===== src/common/cpu_pkg.sv =====
// word, register index, instruction, control and pipeline stage types, opcodes and memory depths
package cpu_pkg;

   // default memory depths in words, log2
   localparam int IMEM_ADDR_W = 9;
   localparam int DMEM_ADDR_W = 10;

   typedef logic [31:0] word_t;
   typedef logic [4:0]  reg_idx_t;

   typedef struct packed {
      logic [5:0] opcode;
      reg_idx_t   rs;
      reg_idx_t   rt;
      reg_idx_t   rd;
      logic [4:0] shamt;
      logic [5:0] funct;
   } instr_t;

   typedef enum logic [2:0] {
      ALU_ADD = 3'd0,
      ALU_SUB = 3'd1,
      ALU_AND = 3'd2,
      ALU_OR  = 3'd3,
      ALU_SLT = 3'd4
   } alu_op_e;

   // operand source for the execute stage
   typedef enum logic [1:0] {
      FWD_REG = 2'd0,
      FWD_EX  = 2'd1,
      FWD_WB  = 2'd2
   } fwd_e;

   localparam logic [5:0] OP_RTYPE = 6'h00;
   localparam logic [5:0] OP_ADDI  = 6'h08;
   localparam logic [5:0] OP_LW    = 6'h23;
   localparam logic [5:0] OP_SW    = 6'h2b;

   localparam logic [5:0] FN_ADD = 6'h20;
   localparam logic [5:0] FN_SUB = 6'h22;
   localparam logic [5:0] FN_AND = 6'h24;
   localparam logic [5:0] FN_OR  = 6'h25;
   localparam logic [5:0] FN_SLT = 6'h2a;

   typedef struct packed {
      logic     reg_write;
      reg_idx_t dest;
      logic     mem_read;
      logic     mem_write;
      logic     alu_src;
      alu_op_e  alu_op;
   } ctrl_t;

   typedef struct packed {
      ctrl_t    ctrl;
      reg_idx_t rs;
      reg_idx_t rt;
      word_t    a;
      word_t    b;
      word_t    imm;
   } id_ex_t;

   typedef struct packed {
      logic     reg_write;
      logic     mem_read;
      logic     mem_write;
      reg_idx_t dest;
      word_t    result;
      word_t    store_data;
   } ex_mem_t;

   typedef struct packed {
      logic     reg_write;
      reg_idx_t dest;
      word_t    data;
   } wb_t;

endpackage


===== src/core/hazard_control.sv =====
// opcode and function decode, forwarding selects and the load-use stall
`timescale 1ns/1ns

module hazard_control (
   input  cpu_pkg::instr_t  instr,
   input  logic             instr_valid,
   input  cpu_pkg::id_ex_t  id_ex,
   input  cpu_pkg::ex_mem_t ex_mem,
   input  cpu_pkg::wb_t     wb,
   output cpu_pkg::ctrl_t   ctrl,
   output logic             stall,
   output cpu_pkg::fwd_e    fwd_a,
   output cpu_pkg::fwd_e    fwd_b
);

   always_comb begin
      ctrl = '0;
      case (instr.opcode)
         cpu_pkg::OP_RTYPE: begin
            ctrl.reg_write = 1'b1;
            ctrl.dest      = instr.rd;
            case (instr.funct)
               cpu_pkg::FN_ADD: ctrl.alu_op = cpu_pkg::ALU_ADD;
               cpu_pkg::FN_SUB: ctrl.alu_op = cpu_pkg::ALU_SUB;
               cpu_pkg::FN_AND: ctrl.alu_op = cpu_pkg::ALU_AND;
               cpu_pkg::FN_OR:  ctrl.alu_op = cpu_pkg::ALU_OR;
               cpu_pkg::FN_SLT: ctrl.alu_op = cpu_pkg::ALU_SLT;
               // the all-zero no-op lands here
               default:         ctrl = '0;
            endcase
         end
         cpu_pkg::OP_ADDI: begin
            ctrl.reg_write = 1'b1;
            ctrl.dest      = instr.rt;
            ctrl.alu_src   = 1'b1;
         end
         cpu_pkg::OP_LW: begin
            ctrl.reg_write = 1'b1;
            ctrl.dest      = instr.rt;
            ctrl.mem_read  = 1'b1;
            ctrl.alu_src   = 1'b1;
         end
         cpu_pkg::OP_SW: begin
            ctrl.dest      = instr.rt;
            ctrl.mem_write = 1'b1;
            ctrl.alu_src   = 1'b1;
         end
         default: ctrl = '0;
      endcase
   end

   // a load in ex/mem has no data yet, so it never forwards from there
   function automatic cpu_pkg::fwd_e fwd_sel(cpu_pkg::reg_idx_t src, cpu_pkg::ex_mem_t em,
                                             cpu_pkg::wb_t w);
      if (em.reg_write && !em.mem_read && em.dest != '0 && em.dest == src) begin
         return cpu_pkg::FWD_EX;
      end
      if (w.reg_write && w.dest != '0 && w.dest == src) begin
         return cpu_pkg::FWD_WB;
      end
      return cpu_pkg::FWD_REG;
   endfunction

   assign fwd_a = fwd_sel(id_ex.rs, ex_mem, wb);
   assign fwd_b = fwd_sel(id_ex.rt, ex_mem, wb);

   // load in execute feeding the instruction in decode
   assign stall = instr_valid && id_ex.ctrl.mem_read && (id_ex.ctrl.dest != '0)
                  && (id_ex.ctrl.dest == instr.rs || id_ex.ctrl.dest == instr.rt);

endmodule


===== config.mk =====
export PLATFORM = sky130hd
export DESIGN_NAME = hazard_control
export DESIGN_NICKNAME = d
export VERILOG_FILES = /design/src/common/cpu_pkg.sv /design/src/core/hazard_control.sv
export SDC_FILE = /design/constraint.sdc
export NUM_CORES = 1
export LEC_CHECK = 0
export ABC_AREA = 1
export BUFFER_PORTS_ARGS = -buffer_cell sky130_fd_sc_hd__buf_4
export CAP_MARGIN = 15
export CORE_AREA = 2 2 109 111
export DETAILED_ROUTE_END_ITERATION = 7
export DIE_AREA = 0 0 111 113
export SYNTH_ARGS = -nofsm -noshare
export SYNTH_HDL_FRONTEND = slang
export SYNTH_SLANG_ARGS = --single-unit

===== constraint.sdc =====
create_clock -name vclk -period 0.85
set_input_delay 0.085 -clock vclk [all_inputs]
set_output_delay 0.085 -clock vclk [all_outputs]
set_load 0.03 [all_outputs]

# == Word-level counts from Yosys, hierarchy flattened ==
# Cells that the tools add are included.
# Widths: inputs -> output; s select.
# word_totals
reg_bits,0
input_bits,261
output_inout_bits,17
# classes
eq_ne,14
n_mux,22
reduce_logical,19
# ops
operator,count
$eq 6x6->1 const B,7
$eq 5x5->1,6
$mux 2,8
$reduce_bool 5->1,3
$pmux 3 s4,1
$logic_and 1x1->1,10
$pmux 5 s2,1
$mux 9,1
$pmux 1 s2,4
$eq 6x4->1 const B,1
$logic_not 6->1,1
$mux 1,6
$reduce_or 5->1,1
$mux 3,1
$reduce_or 3->1,1
$reduce_or 2->1,1
$logic_not 1->1,1
$logic_or 1x1->1,1

# == Depth between registers and ports, before layout ==
# logic_depth
ltp_word,8
depth_mapped,6
mapped_depth_nobuf,6

# == Least setup slack after synthesis ==
# Ideal clock, no wire load.
# synth_path
kind,input -> output
from,input instr[26] (netlist name)
to,output ctrl[0] (netlist name)
arrival_ns,1.159
path_slack_ns,-0.394
stages,3
path_buffers,0
cell_sequence,nor2_2 -> nand3_4 -> o31ai_1
# synth_lines
item,line_no,text
from (decl),hazard_control.sv:5,"input cpu_pkg::instr_t instr,"
to (decl),hazard_control.sv:10,"output cpu_pkg::ctrl_t ctrl,"

==> results.md <==
* Worst path required time at 760 ps
* Register Area at 0 um2
* Vias in the first global route at ~1400
* Iteration-0 DRC Markers at 18
* CP startpoint kind: primary input
* Crit share post-route at 1.29
* Min Tclk post-route at about 1100 ps
* Most common cell in the netlist: nand2_1
* Initial Util at 0.0735
* Post-DRT Antenna Nets at 0
* GP Congestion at 0.792
* Most frequent cells after synthesis: nand2_1, inv_1, nor2_1
* CP max FO at 4
* Vias per cell at approximately 3.3
* # IOs at 278
* Adder-Cell Fraction of Synth Area at 0
* Worst setup margin at -244 ps
* Critical path type: in -> out
* First-pass GRT wire length at 6820 um
* RSZ-0062 raised after global routing: true
* Design Power at a little under 0.0009 W
* Netlist cell types at 21
* HP Class: in -> out
* Largest area contributor in the netlist: nand2_1
* Gr ovfl total at 0
* WL/cell at about 11 um
* Switch Pwr at 0.000403 W
* Syn_area_per_cell at 4.99 um2
* Crit end category: output port
* Top-area cell type share of the netlist area at 0.267
* Main combinational cell family by area after synthesis: simple AND/OR/NAND/NOR gates
* Diode count at 0
* Clkbuf count at 0
* Cells after Synth at between 150 and 200
* Maximum VDD drop at approximately 0.23 mV
* Mux cell area share after synthesis at 0
* Max-slew violation count at 0
* XOR/XNOR Fraction of Synth Area at 0.180
* Simple-gate share of the synthesized area at 0.659
* GRT Total Usage at 0.0673
* Die ar. at approximately 0.013 mm2
* Layout Area Growth over Synthesis at 175%
* Core area at 0.0113 mm2
* Final hold viol count at 0
* Dominant cells by area after synthesis: nand2_1, xnor2_1, inv_1
* Buffers on Ports at 74
* Status: finished with violations
* Worst Tran Pin Value at ~230 ps
* Die H at between 100 and 150 um
* FF+latch count at 0
* Power density over cell area at around 390 mW/mm2
* Sequential Power Share at 0
* Power share of the combinational group at 1.000
* Register area share after synthesis at 0
* Failing checks: negative setup slack
* Synth Warn # at 0
* Net count after synthesis at roughly 430
* Slew HR at 0.847
* Compound-Gate Fraction of Synth Area at 0.0257
* Nets at between 500 and 600
* # hold bufs at CTS at 0
* P_int at roughly 0.00048 W
* Max cap viols at 0
* Setup violations, final at 17
* Total Wirelength at 4360 um
* Via count at 1313
* Hpwl dp at approximately 3600 um
* Switching Fraction at 0.456
* Hold WS at 469 ps
* Drt first pass iters at 4
* DR DRC count at 0
* Leakage at about 1.1 nW
* Crit path DAT at ~1000 ps
* Worst Hold Depth at 4
* Max Fclk at 0.914 GHz
* Power share of the clock group at 0
* Largest net degree at the start of global routing at 7
* Share of cells above drive strength 1 at 0.693
* Num rows at 39
* Die W at ~110 um
* Initial antenna violation count at 0
* Synthesized area at just over 800 um2
[layout make-up]
class / instances / area, um2
fillers: 1222 / 8990
multi-input cells: 136 / 1100
repair buffers: 85 / 872
well taps: 143 / 179
inverters: 30 / 130
[routing by layer]
metal	GRT usage	wire, um	vias up
met5	0	0	-
met3	0.0268	558	4
met4	0.0108	63	0
met2	0.110	1920	74
met1	0.0852	1820	557
li1	-	-	678
[final timing paths]
kind       to  startpoint  slack, ps
max   ctrl[0]    instr[5]       -240
min   ctrl[7]   instr[17]        470
[logic make-up (layout without fill, tap and decap cells)]
| group | count (synthesis) | count (layout) |
|---|---|---|
| AO/OA/AOI/OAI | 3 | 3 |
| buffers and inverters | 30 | 115 |
| XOR/XNOR | 17 | 17 |
| AND/OR/NAND/NOR | 116 | 116 |
[worst max-delay path, stage by stage]
cell     delay, ps
buf_8           80
inv_6           30
nor2_4         170
nand3_4        120
buf_6          130
o31ai_4        230
buf_6          160
[metrics by stage]
| stage | setup WS (ps) | utilization | cells | TNS (ps) | instance area [um2] |
|---|---|---|---|---|---|
| 4_1_cts | -224 | 0.182 | 394 | -2770 | 2050 |
| 3_3_place_gp | -289 | 0.153 | 392 | -3290 | 1730 |
| 6_report | -244 | 0.202 | 394 | -2680 | 2280 |
| 5_1_grt | -277 | 0.202 | 394 | -3500 | 2280 |
| 2_1_floorplan | -101 | - | 166 | -344 | 927 |
| 3_5_place_dp | -335 | 0.153 | 392 | -3560 | 1730 |
[cell usage in the layout, fill, tap and decap left out, drive strengths merged]
master  synthesis  final
nand3          19     19
buf             0     85
a21oi           1      1
nand3b          1      1
o31ai           1      1
xnor2          14     14
nand4           1      1
nand2          60     60
inv            30     30
o21ai           1      1
xor2            3      3
nor3            4      4
nor2           30     30
nor3b           1      1
[what timing repair did]
| action | in CTS | in global routing |
|---|---|---|
| setup buffers | 2 | 0 |
| gates resized for setup | 85 | 59 |
| endpoints found under the setup margin | 17 | 17 |
| pin swaps | 37 | 33 |
[power groups by stage]
stage	clock, W	sequential (W)	combinational, W
CTS	0	0	0.000745
global placement	0	0	0.000617
detailed placement	0	0	0.000629
global route	0	0	0.000953
finish	0	0	0.000883
floorplan	0	0	0.000273
Note: power is estimated with default switching activity, not from simulation.
