File: src/common/cpu_pkg.sv
// word, register index, instruction, control and pipeline stage types, opcodes and memory depths
package cpu_pkg;

   // default memory depths in words, log2
   localparam int IMEM_ADDR_W = 9;
   localparam int DMEM_ADDR_W = 10;

   typedef logic [31:0] word_t;
   typedef logic [4:0]  reg_idx_t;

   typedef struct packed {
      logic [5:0] opcode;
      reg_idx_t   rs;
      reg_idx_t   rt;
      reg_idx_t   rd;
      logic [4:0] shamt;
      logic [5:0] funct;
   } instr_t;

   typedef enum logic [2:0] {
      ALU_ADD = 3'd0,
      ALU_SUB = 3'd1,
      ALU_AND = 3'd2,
      ALU_OR  = 3'd3,
      ALU_SLT = 3'd4
   } alu_op_e;

   // operand source for the execute stage
   typedef enum logic [1:0] {
      FWD_REG = 2'd0,
      FWD_EX  = 2'd1,
      FWD_WB  = 2'd2
   } fwd_e;

   localparam logic [5:0] OP_RTYPE = 6'h00;
   localparam logic [5:0] OP_ADDI  = 6'h08;
   localparam logic [5:0] OP_LW    = 6'h23;
   localparam logic [5:0] OP_SW    = 6'h2b;

   localparam logic [5:0] FN_ADD = 6'h20;
   localparam logic [5:0] FN_SUB = 6'h22;
   localparam logic [5:0] FN_AND = 6'h24;
   localparam logic [5:0] FN_OR  = 6'h25;
   localparam logic [5:0] FN_SLT = 6'h2a;

   typedef struct packed {
      logic     reg_write;
      reg_idx_t dest;
      logic     mem_read;
      logic     mem_write;
      logic     alu_src;
      alu_op_e  alu_op;
   } ctrl_t;

   typedef struct packed {
      ctrl_t    ctrl;
      reg_idx_t rs;
      reg_idx_t rt;
      word_t    a;
      word_t    b;
      word_t    imm;
   } id_ex_t;

   typedef struct packed {
      logic     reg_write;
      logic     mem_read;
      logic     mem_write;
      reg_idx_t dest;
      word_t    result;
      word_t    store_data;
   } ex_mem_t;

   typedef struct packed {
      logic     reg_write;
      reg_idx_t dest;
      word_t    data;
   } wb_t;

endpackage

File: src/core/execute_stage.sv
// forwarding operand muxes, the ALU and the execute-to-memory register
`timescale 1ns/1ns

module execute_stage (
   input  logic             clk,
   input  logic             arst_n,
   input  logic             enable,
   input  cpu_pkg::id_ex_t  id_ex,
   input  cpu_pkg::fwd_e    fwd_a,
   input  cpu_pkg::fwd_e    fwd_b,
   input  cpu_pkg::word_t   ex_result,
   input  cpu_pkg::word_t   wb_data,
   output cpu_pkg::ex_mem_t ex_mem
);

   cpu_pkg::word_t op_a;
   cpu_pkg::word_t b_fwd;
   cpu_pkg::word_t op_b;
   cpu_pkg::word_t alu_out;

   function automatic cpu_pkg::word_t pick(cpu_pkg::fwd_e sel, cpu_pkg::word_t reg_val,
                                           cpu_pkg::word_t ex_val, cpu_pkg::word_t wb_val);
      case (sel)
         cpu_pkg::FWD_EX: return ex_val;
         cpu_pkg::FWD_WB: return wb_val;
         default:         return reg_val;
      endcase
   endfunction

   assign op_a  = pick(fwd_a, id_ex.a, ex_result, wb_data);
   // forwarded rt value is also the store data
   assign b_fwd = pick(fwd_b, id_ex.b, ex_result, wb_data);
   assign op_b  = id_ex.ctrl.alu_src ? id_ex.imm : b_fwd;

   always_comb begin
      case (id_ex.ctrl.alu_op)
         cpu_pkg::ALU_SUB: alu_out = op_a - op_b;
         cpu_pkg::ALU_AND: alu_out = op_a & op_b;
         cpu_pkg::ALU_OR:  alu_out = op_a | op_b;
         cpu_pkg::ALU_SLT: alu_out = {31'd0, $signed(op_a) < $signed(op_b)};
         default:          alu_out = op_a + op_b;
      endcase
   end

   always_ff @(posedge clk or negedge arst_n) begin
      if (!arst_n) begin
         ex_mem <= '0;
      end else if (enable) begin
         ex_mem.reg_write  <= id_ex.ctrl.reg_write;
         ex_mem.mem_read   <= id_ex.ctrl.mem_read;
         ex_mem.mem_write  <= id_ex.ctrl.mem_write;
         ex_mem.dest       <= id_ex.ctrl.dest;
         ex_mem.result     <= alu_out;
         ex_mem.store_data <= b_fwd;
      end
   end

endmodule

File: config.mk
export PLATFORM = sky130hd
export DESIGN_NAME = execute_stage
export DESIGN_NICKNAME = d
export VERILOG_FILES = /design/src/common/cpu_pkg.sv /design/src/core/execute_stage.sv
export SDC_FILE = /design/constraint.sdc
export NUM_CORES = 1
export LEC_CHECK = 0
export BUFFER_PORTS_ARGS = -buffer_cell sky130_fd_sc_hd__buf_2
export CORE_ASPECT_RATIO = 2
export CORE_MARGIN = 1
export CORE_UTILIZATION = 30
export CTS_CLUSTER_DIAMETER = 80
export DETAILED_ROUTE_END_ITERATION = 6
export PLACE_DENSITY_LB_ADDON = 0.12
export SLEW_MARGIN = 20
export SYNTH_ARGS = -nofsm -noshare
export SYNTH_HDL_FRONTEND = slang
export SYNTH_SLANG_ARGS = --single-unit
File: constraint.sdc
create_clock -name clk -period 1.78 [get_ports clk]
set_input_delay 0 -clock clk [delete_from_list [all_inputs] [get_ports clk]]
set_output_delay 0 -clock clk [all_outputs]
set_load 0.02 [all_outputs]
Yosys cells after proc, flatten, opt, wreduce, memory -nomap -nowiden:

Index checks and enable logic that the tools add are counted.

* output and inout bits: 72
* input port bits: 189
* logic and storage cells: 23
* register bits: 72

* add/subtract/negate cells: 2
* mux-type cells: 4
* magnitude comparators: 1
* bitwise operators: 2
* eq/ne operators: 8

Operators by type and width (number)
* $pmux 32 s2: 2
* $pmux 32 s4: 1
* $add 32x32->32: 1
* $and 32x32->32: 1
* $lt 32x32->1: 1
* $mux 32: 1
* $or 32x32->32: 1
* $sub 32x32->32: 1
* $eq 3x2->1 const B: 2
* $eq 2x1->1 const B: 2
* $eq 2x2->1 const B: 2
* $eq 3x1->1 const B: 1
* $eq 3x3->1 const B: 1

Depth between registers and ports, before layout:

* word-level depth: 5
* mapped depth: 19
* depth with buffers taken out: 18

Least setup slack after synthesis:

Ideal clock, no wire load.

* path type: input -> register
* from: in fwd_b[0]
* to: reg ex_mem[56] (netlist name)
* data arrival time: 3679 ps
* data required time: 1698 ps
* setup time: 82 ps
* stages on the path: 18
* buffers on the path: 2
* path slack: -1981 ps
* path through: inv_1 ha_1 clkbuf_1 buf_1 nor2_1 a21oi_1 o21ai_0 ha_1 fa_1 o21bai_1 a2111oi_2 o31ai_2 a211oi_2 o21ai_1 a21o_1 a22oi_1 a311o_1 a31oi_1

* cells in the longest elaborated chain, start to end: 5
* elaborated cells between the ends (all ways): 9
* classes of those cells: add/sub (2); eq/ne (2); mux (3); bitwise (2)

RTL lines
* start: declaration: RTL line execute_stage.sv:10 `input cpu_pkg::fwd_e fwd_b,`
* $eq 2x2->1 / $eq 2x1->1 (equally long branches): RTL line execute_stage.sv:23 `case (sel)`
* $pmux 32 s2 (*): RTL line execute_stage.sv:23
* $mux 32 (*): RTL line execute_stage.sv:33 `assign op_b = id_ex.ctrl.alu_src ? id_ex.imm : b_fwd;`
* $add 32x32->32, or another cell as far along: RTL line execute_stage.sv:41 `default: alu_out = op_a + op_b;`
* $pmux 32 s4 (*): RTL line execute_stage.sv:36 `case (id_ex.ctrl.alu_op)`
* end: declaration: RTL line execute_stage.sv:13 `output cpu_pkg::ex_mem_t ex_mem`

Mark *: on every way between the ends. The rest lies on a longest branch, timed or not.
A chain may end at the register's enable or synchronous reset.

Worst setup path after layout:

* from: in fwd_b[1]
* to: reg ex_mem[62] (netlist name)

The elaborated chain is that of the path after synthesis.

==> metrics.csv <==
metric;value;unit
worst_pin_slew;1.02;ns
grt_pass1_wl;67600;microns
ant_nets;0;
setup_tns;-37.62;ns
cts_tree;done;
fin_crit_sh;184;%
synth_async_sr_flop_share;100;%
root_buffer;clkbuf_16;
synthCells;1312;
htree_levels;3;
rsz0062_at_grt;true;
antenna_found_initial;1;
boundaryPins;261;
grt_max_degree;59;
place.gp.congestion;0.951;
largest_reg_flops;72;
holdPathEnd;ex_mem[0];
viasPerCell;5.19;
numCtsBuffers;9;
drc_errors;0;
rows;91;
dpl.hpwl;35900;microns
overflow;0;
synth_edf_count;0;
peakVddDrop;0.507;mV
finClkSkew;0;ns
synthesis.nets;1603;
cp-end-kind;register;
cts.path.max_buffers;2;
status;complete, but fails checks;
fin_cells;2320;
hold_depth;3;
grt_pass1_vias;12300;
io_buffers;250;
violations;setup timing;
ys_warn_count;0;
clock-sinks;72;
r2r_end;ex_mem[61];
dieArea;31900;sq um
top_regs;ex_mem: 72 flops;
power_density;786;nW/um^2
avgSynthCellArea;7.13;sq um
critPathTopFamily;compound AO/OA/AOI/OAI gates;
die_h;252;microns
yosysUniqueCellTypes;73;
first_pass_iters;5;
synth-main-ff-cell;dfrtp_1;
cp.arrival;3.52;ns
first_iter_violations;502;
crit_path_start_kind;primary input;
reg2regPathDepth;2;
area_growth;68.5;%
r2r-start;ex_mem[61];
core;30700;sq um
drv_cap;0;
dp_cells;2241;
worstHoldPathType;in2reg;
finalWirelength;44500;microns
layout-drive-gt1-share;45.6;%
place_area;14000;sq um
clk_latency;0.37;ns
setup_slack;-1.50;ns
drv_slew;0;
ys_seq_area_share;19.3;%
required;2.03;ns
slowest_delay;0.43;ns
finalInstanceArea;15800;sq um
fin_nets;2233;
clkTransAtPathRegs;0.07;ns
r2r_slack;0.73;ns
top_register;ex_mem;
wl_per_cell;19.2;microns
p_leak;0.00769;uW
max_freq;0.305;GHz
cp_max_fo;5;
die_w;127;microns
ys_ff_latch;72;
worstSetupPathType;in2reg;
timing.final.crit_period;3.28;ns
track_usage;27.8;%
min-delay-start;id_ex[32];
cp_num_buf_inv;6;
via_count;12100;
start_util;30.4;%
cp_slowest_cell;a2111oi_4;
mostFrequentLayoutCells;buf_4 (413), buf_2 (246), inv_1 (128), nand2_1 (124), nor2_1 (113);
layout_commonest_cell;buf_4;
synth_area;9350;sq um
setup_viol;32;
slew_headroom;31.8;%
finalHoldViolations;0;
path_cells;buf_8, ha_4, buf_12, buf_8, nor2_4, a21oi_4, o21ai_2, ha_2, buf_6, fa_2, o21bai_4, a2111oi_4, o31ai_4, buf_4, o21ai_4, o211ai_1, buf_4, a221oi_4, xnor2_1, a221oi_2, a21oi_1;
-- area by class of cell --
cell class                      instances  area (sq um)
Inverter                              136           523
Clock inverter                          7          77.6
Multi-Input combinational cell       1016          7670
Antenna cell                            1          2.50
Fill cell                            3048         15000
Tap cell                              372           465
Timing Repair Buffer                  707          4990
Clock buffer                            9           225
Sequential cell                        72          1800
-- power breakdown --
part	switching (uW)	total, uW	internal, uW
Combinational	4320	8210	3900
Clock	919	2020	1100
Sequential	208	2150	1940
-- synthesized netlist by cell type (25+ instances only) --
cell type	number	share of area (%)
dfrtp_1	72	19
a21oi_1	113	6.0
nor2_1	124	5.0
xnor2_1	32	3.0
o21ai_0	122	6.5
ha_1	100	13
nor3_1	25	1.3
inv_1	132	5.3
mux2i_1	36	3.9
clkbuf_1	78	3.1
nand2_1	129	5.2
a22oi_1	66	5.3
-- cells by family after synthesis --
family | Yosys count | synth area share [%]
flops | 72 | 19.3
mux | 45 | 4.94
compound gates | 481 | 33.0
fa+ha+maj | 104 | 14.0
xor+xnor | 38 | 3.56
buf+inv | 224 | 9.10
simple gates | 348 | 16.2
-- what timing repair did --
item	CTS	global route
setup buffers	40	15
pin swaps	79	69
setup endpoints to repair	32	32
gates cloned	0	1
gates resized for setup	119	87
hold buffers	11	0
hold endpoints to repair	42	0
-- tightest hold or removal path, cell delays in order --
cell     delay (ns)
buf_2          0.14
a21oi_4        0.07
mux2i_1        0.13
-- metrics by stage --
stage	utilization, %	total power [uW]	hold slack, ns	setup slack (ns)
finish	51.3	12400	0.0224	-1.50
global route	51.3	13200	0.0361	-1.67
CTS	49.6	12000	0.0148	-1.50
detailed placement	45.6	9270	0.0145	-2.13
global placement	45.6	9230	0.0210	-2.15
floorplan	-	5790	-0.296	-1.46
-- layer usage --
layer | vias up | wire length, microns | share of wire, % | GRT usage (%)
met3 | 107 | 1750 | 3.9 | 2.91
met1 | 5648 | 17400 | 39 | 30.8
met2 | 394 | 22900 | 51 | 50.4
met5 | - | 0 | 0 | 0
li1 | 5902 | - | - | -
met4 | 0 | 2450 | 5.5 | 17.1
-- worst max path at each step --
stage,depth (start not counted),slack [ns],from,endpoint
6_report,21,-1.50,fwd_b[1],ex_mem[62]
5_1_grt,22,-1.67,fwd_b[0],ex_mem[62]
4_1_cts,21,-1.50,fwd_b[1],ex_mem[62]
3_5_place_dp,19,-2.13,fwd_b[0],ex_mem[54]
3_3_place_gp,18,-2.15,fwd_b[0],ex_mem[32]
2_1_floorplan,17,-1.46,fwd_b[0],ex_mem[57]
Power figures use the tool's default switching activity.
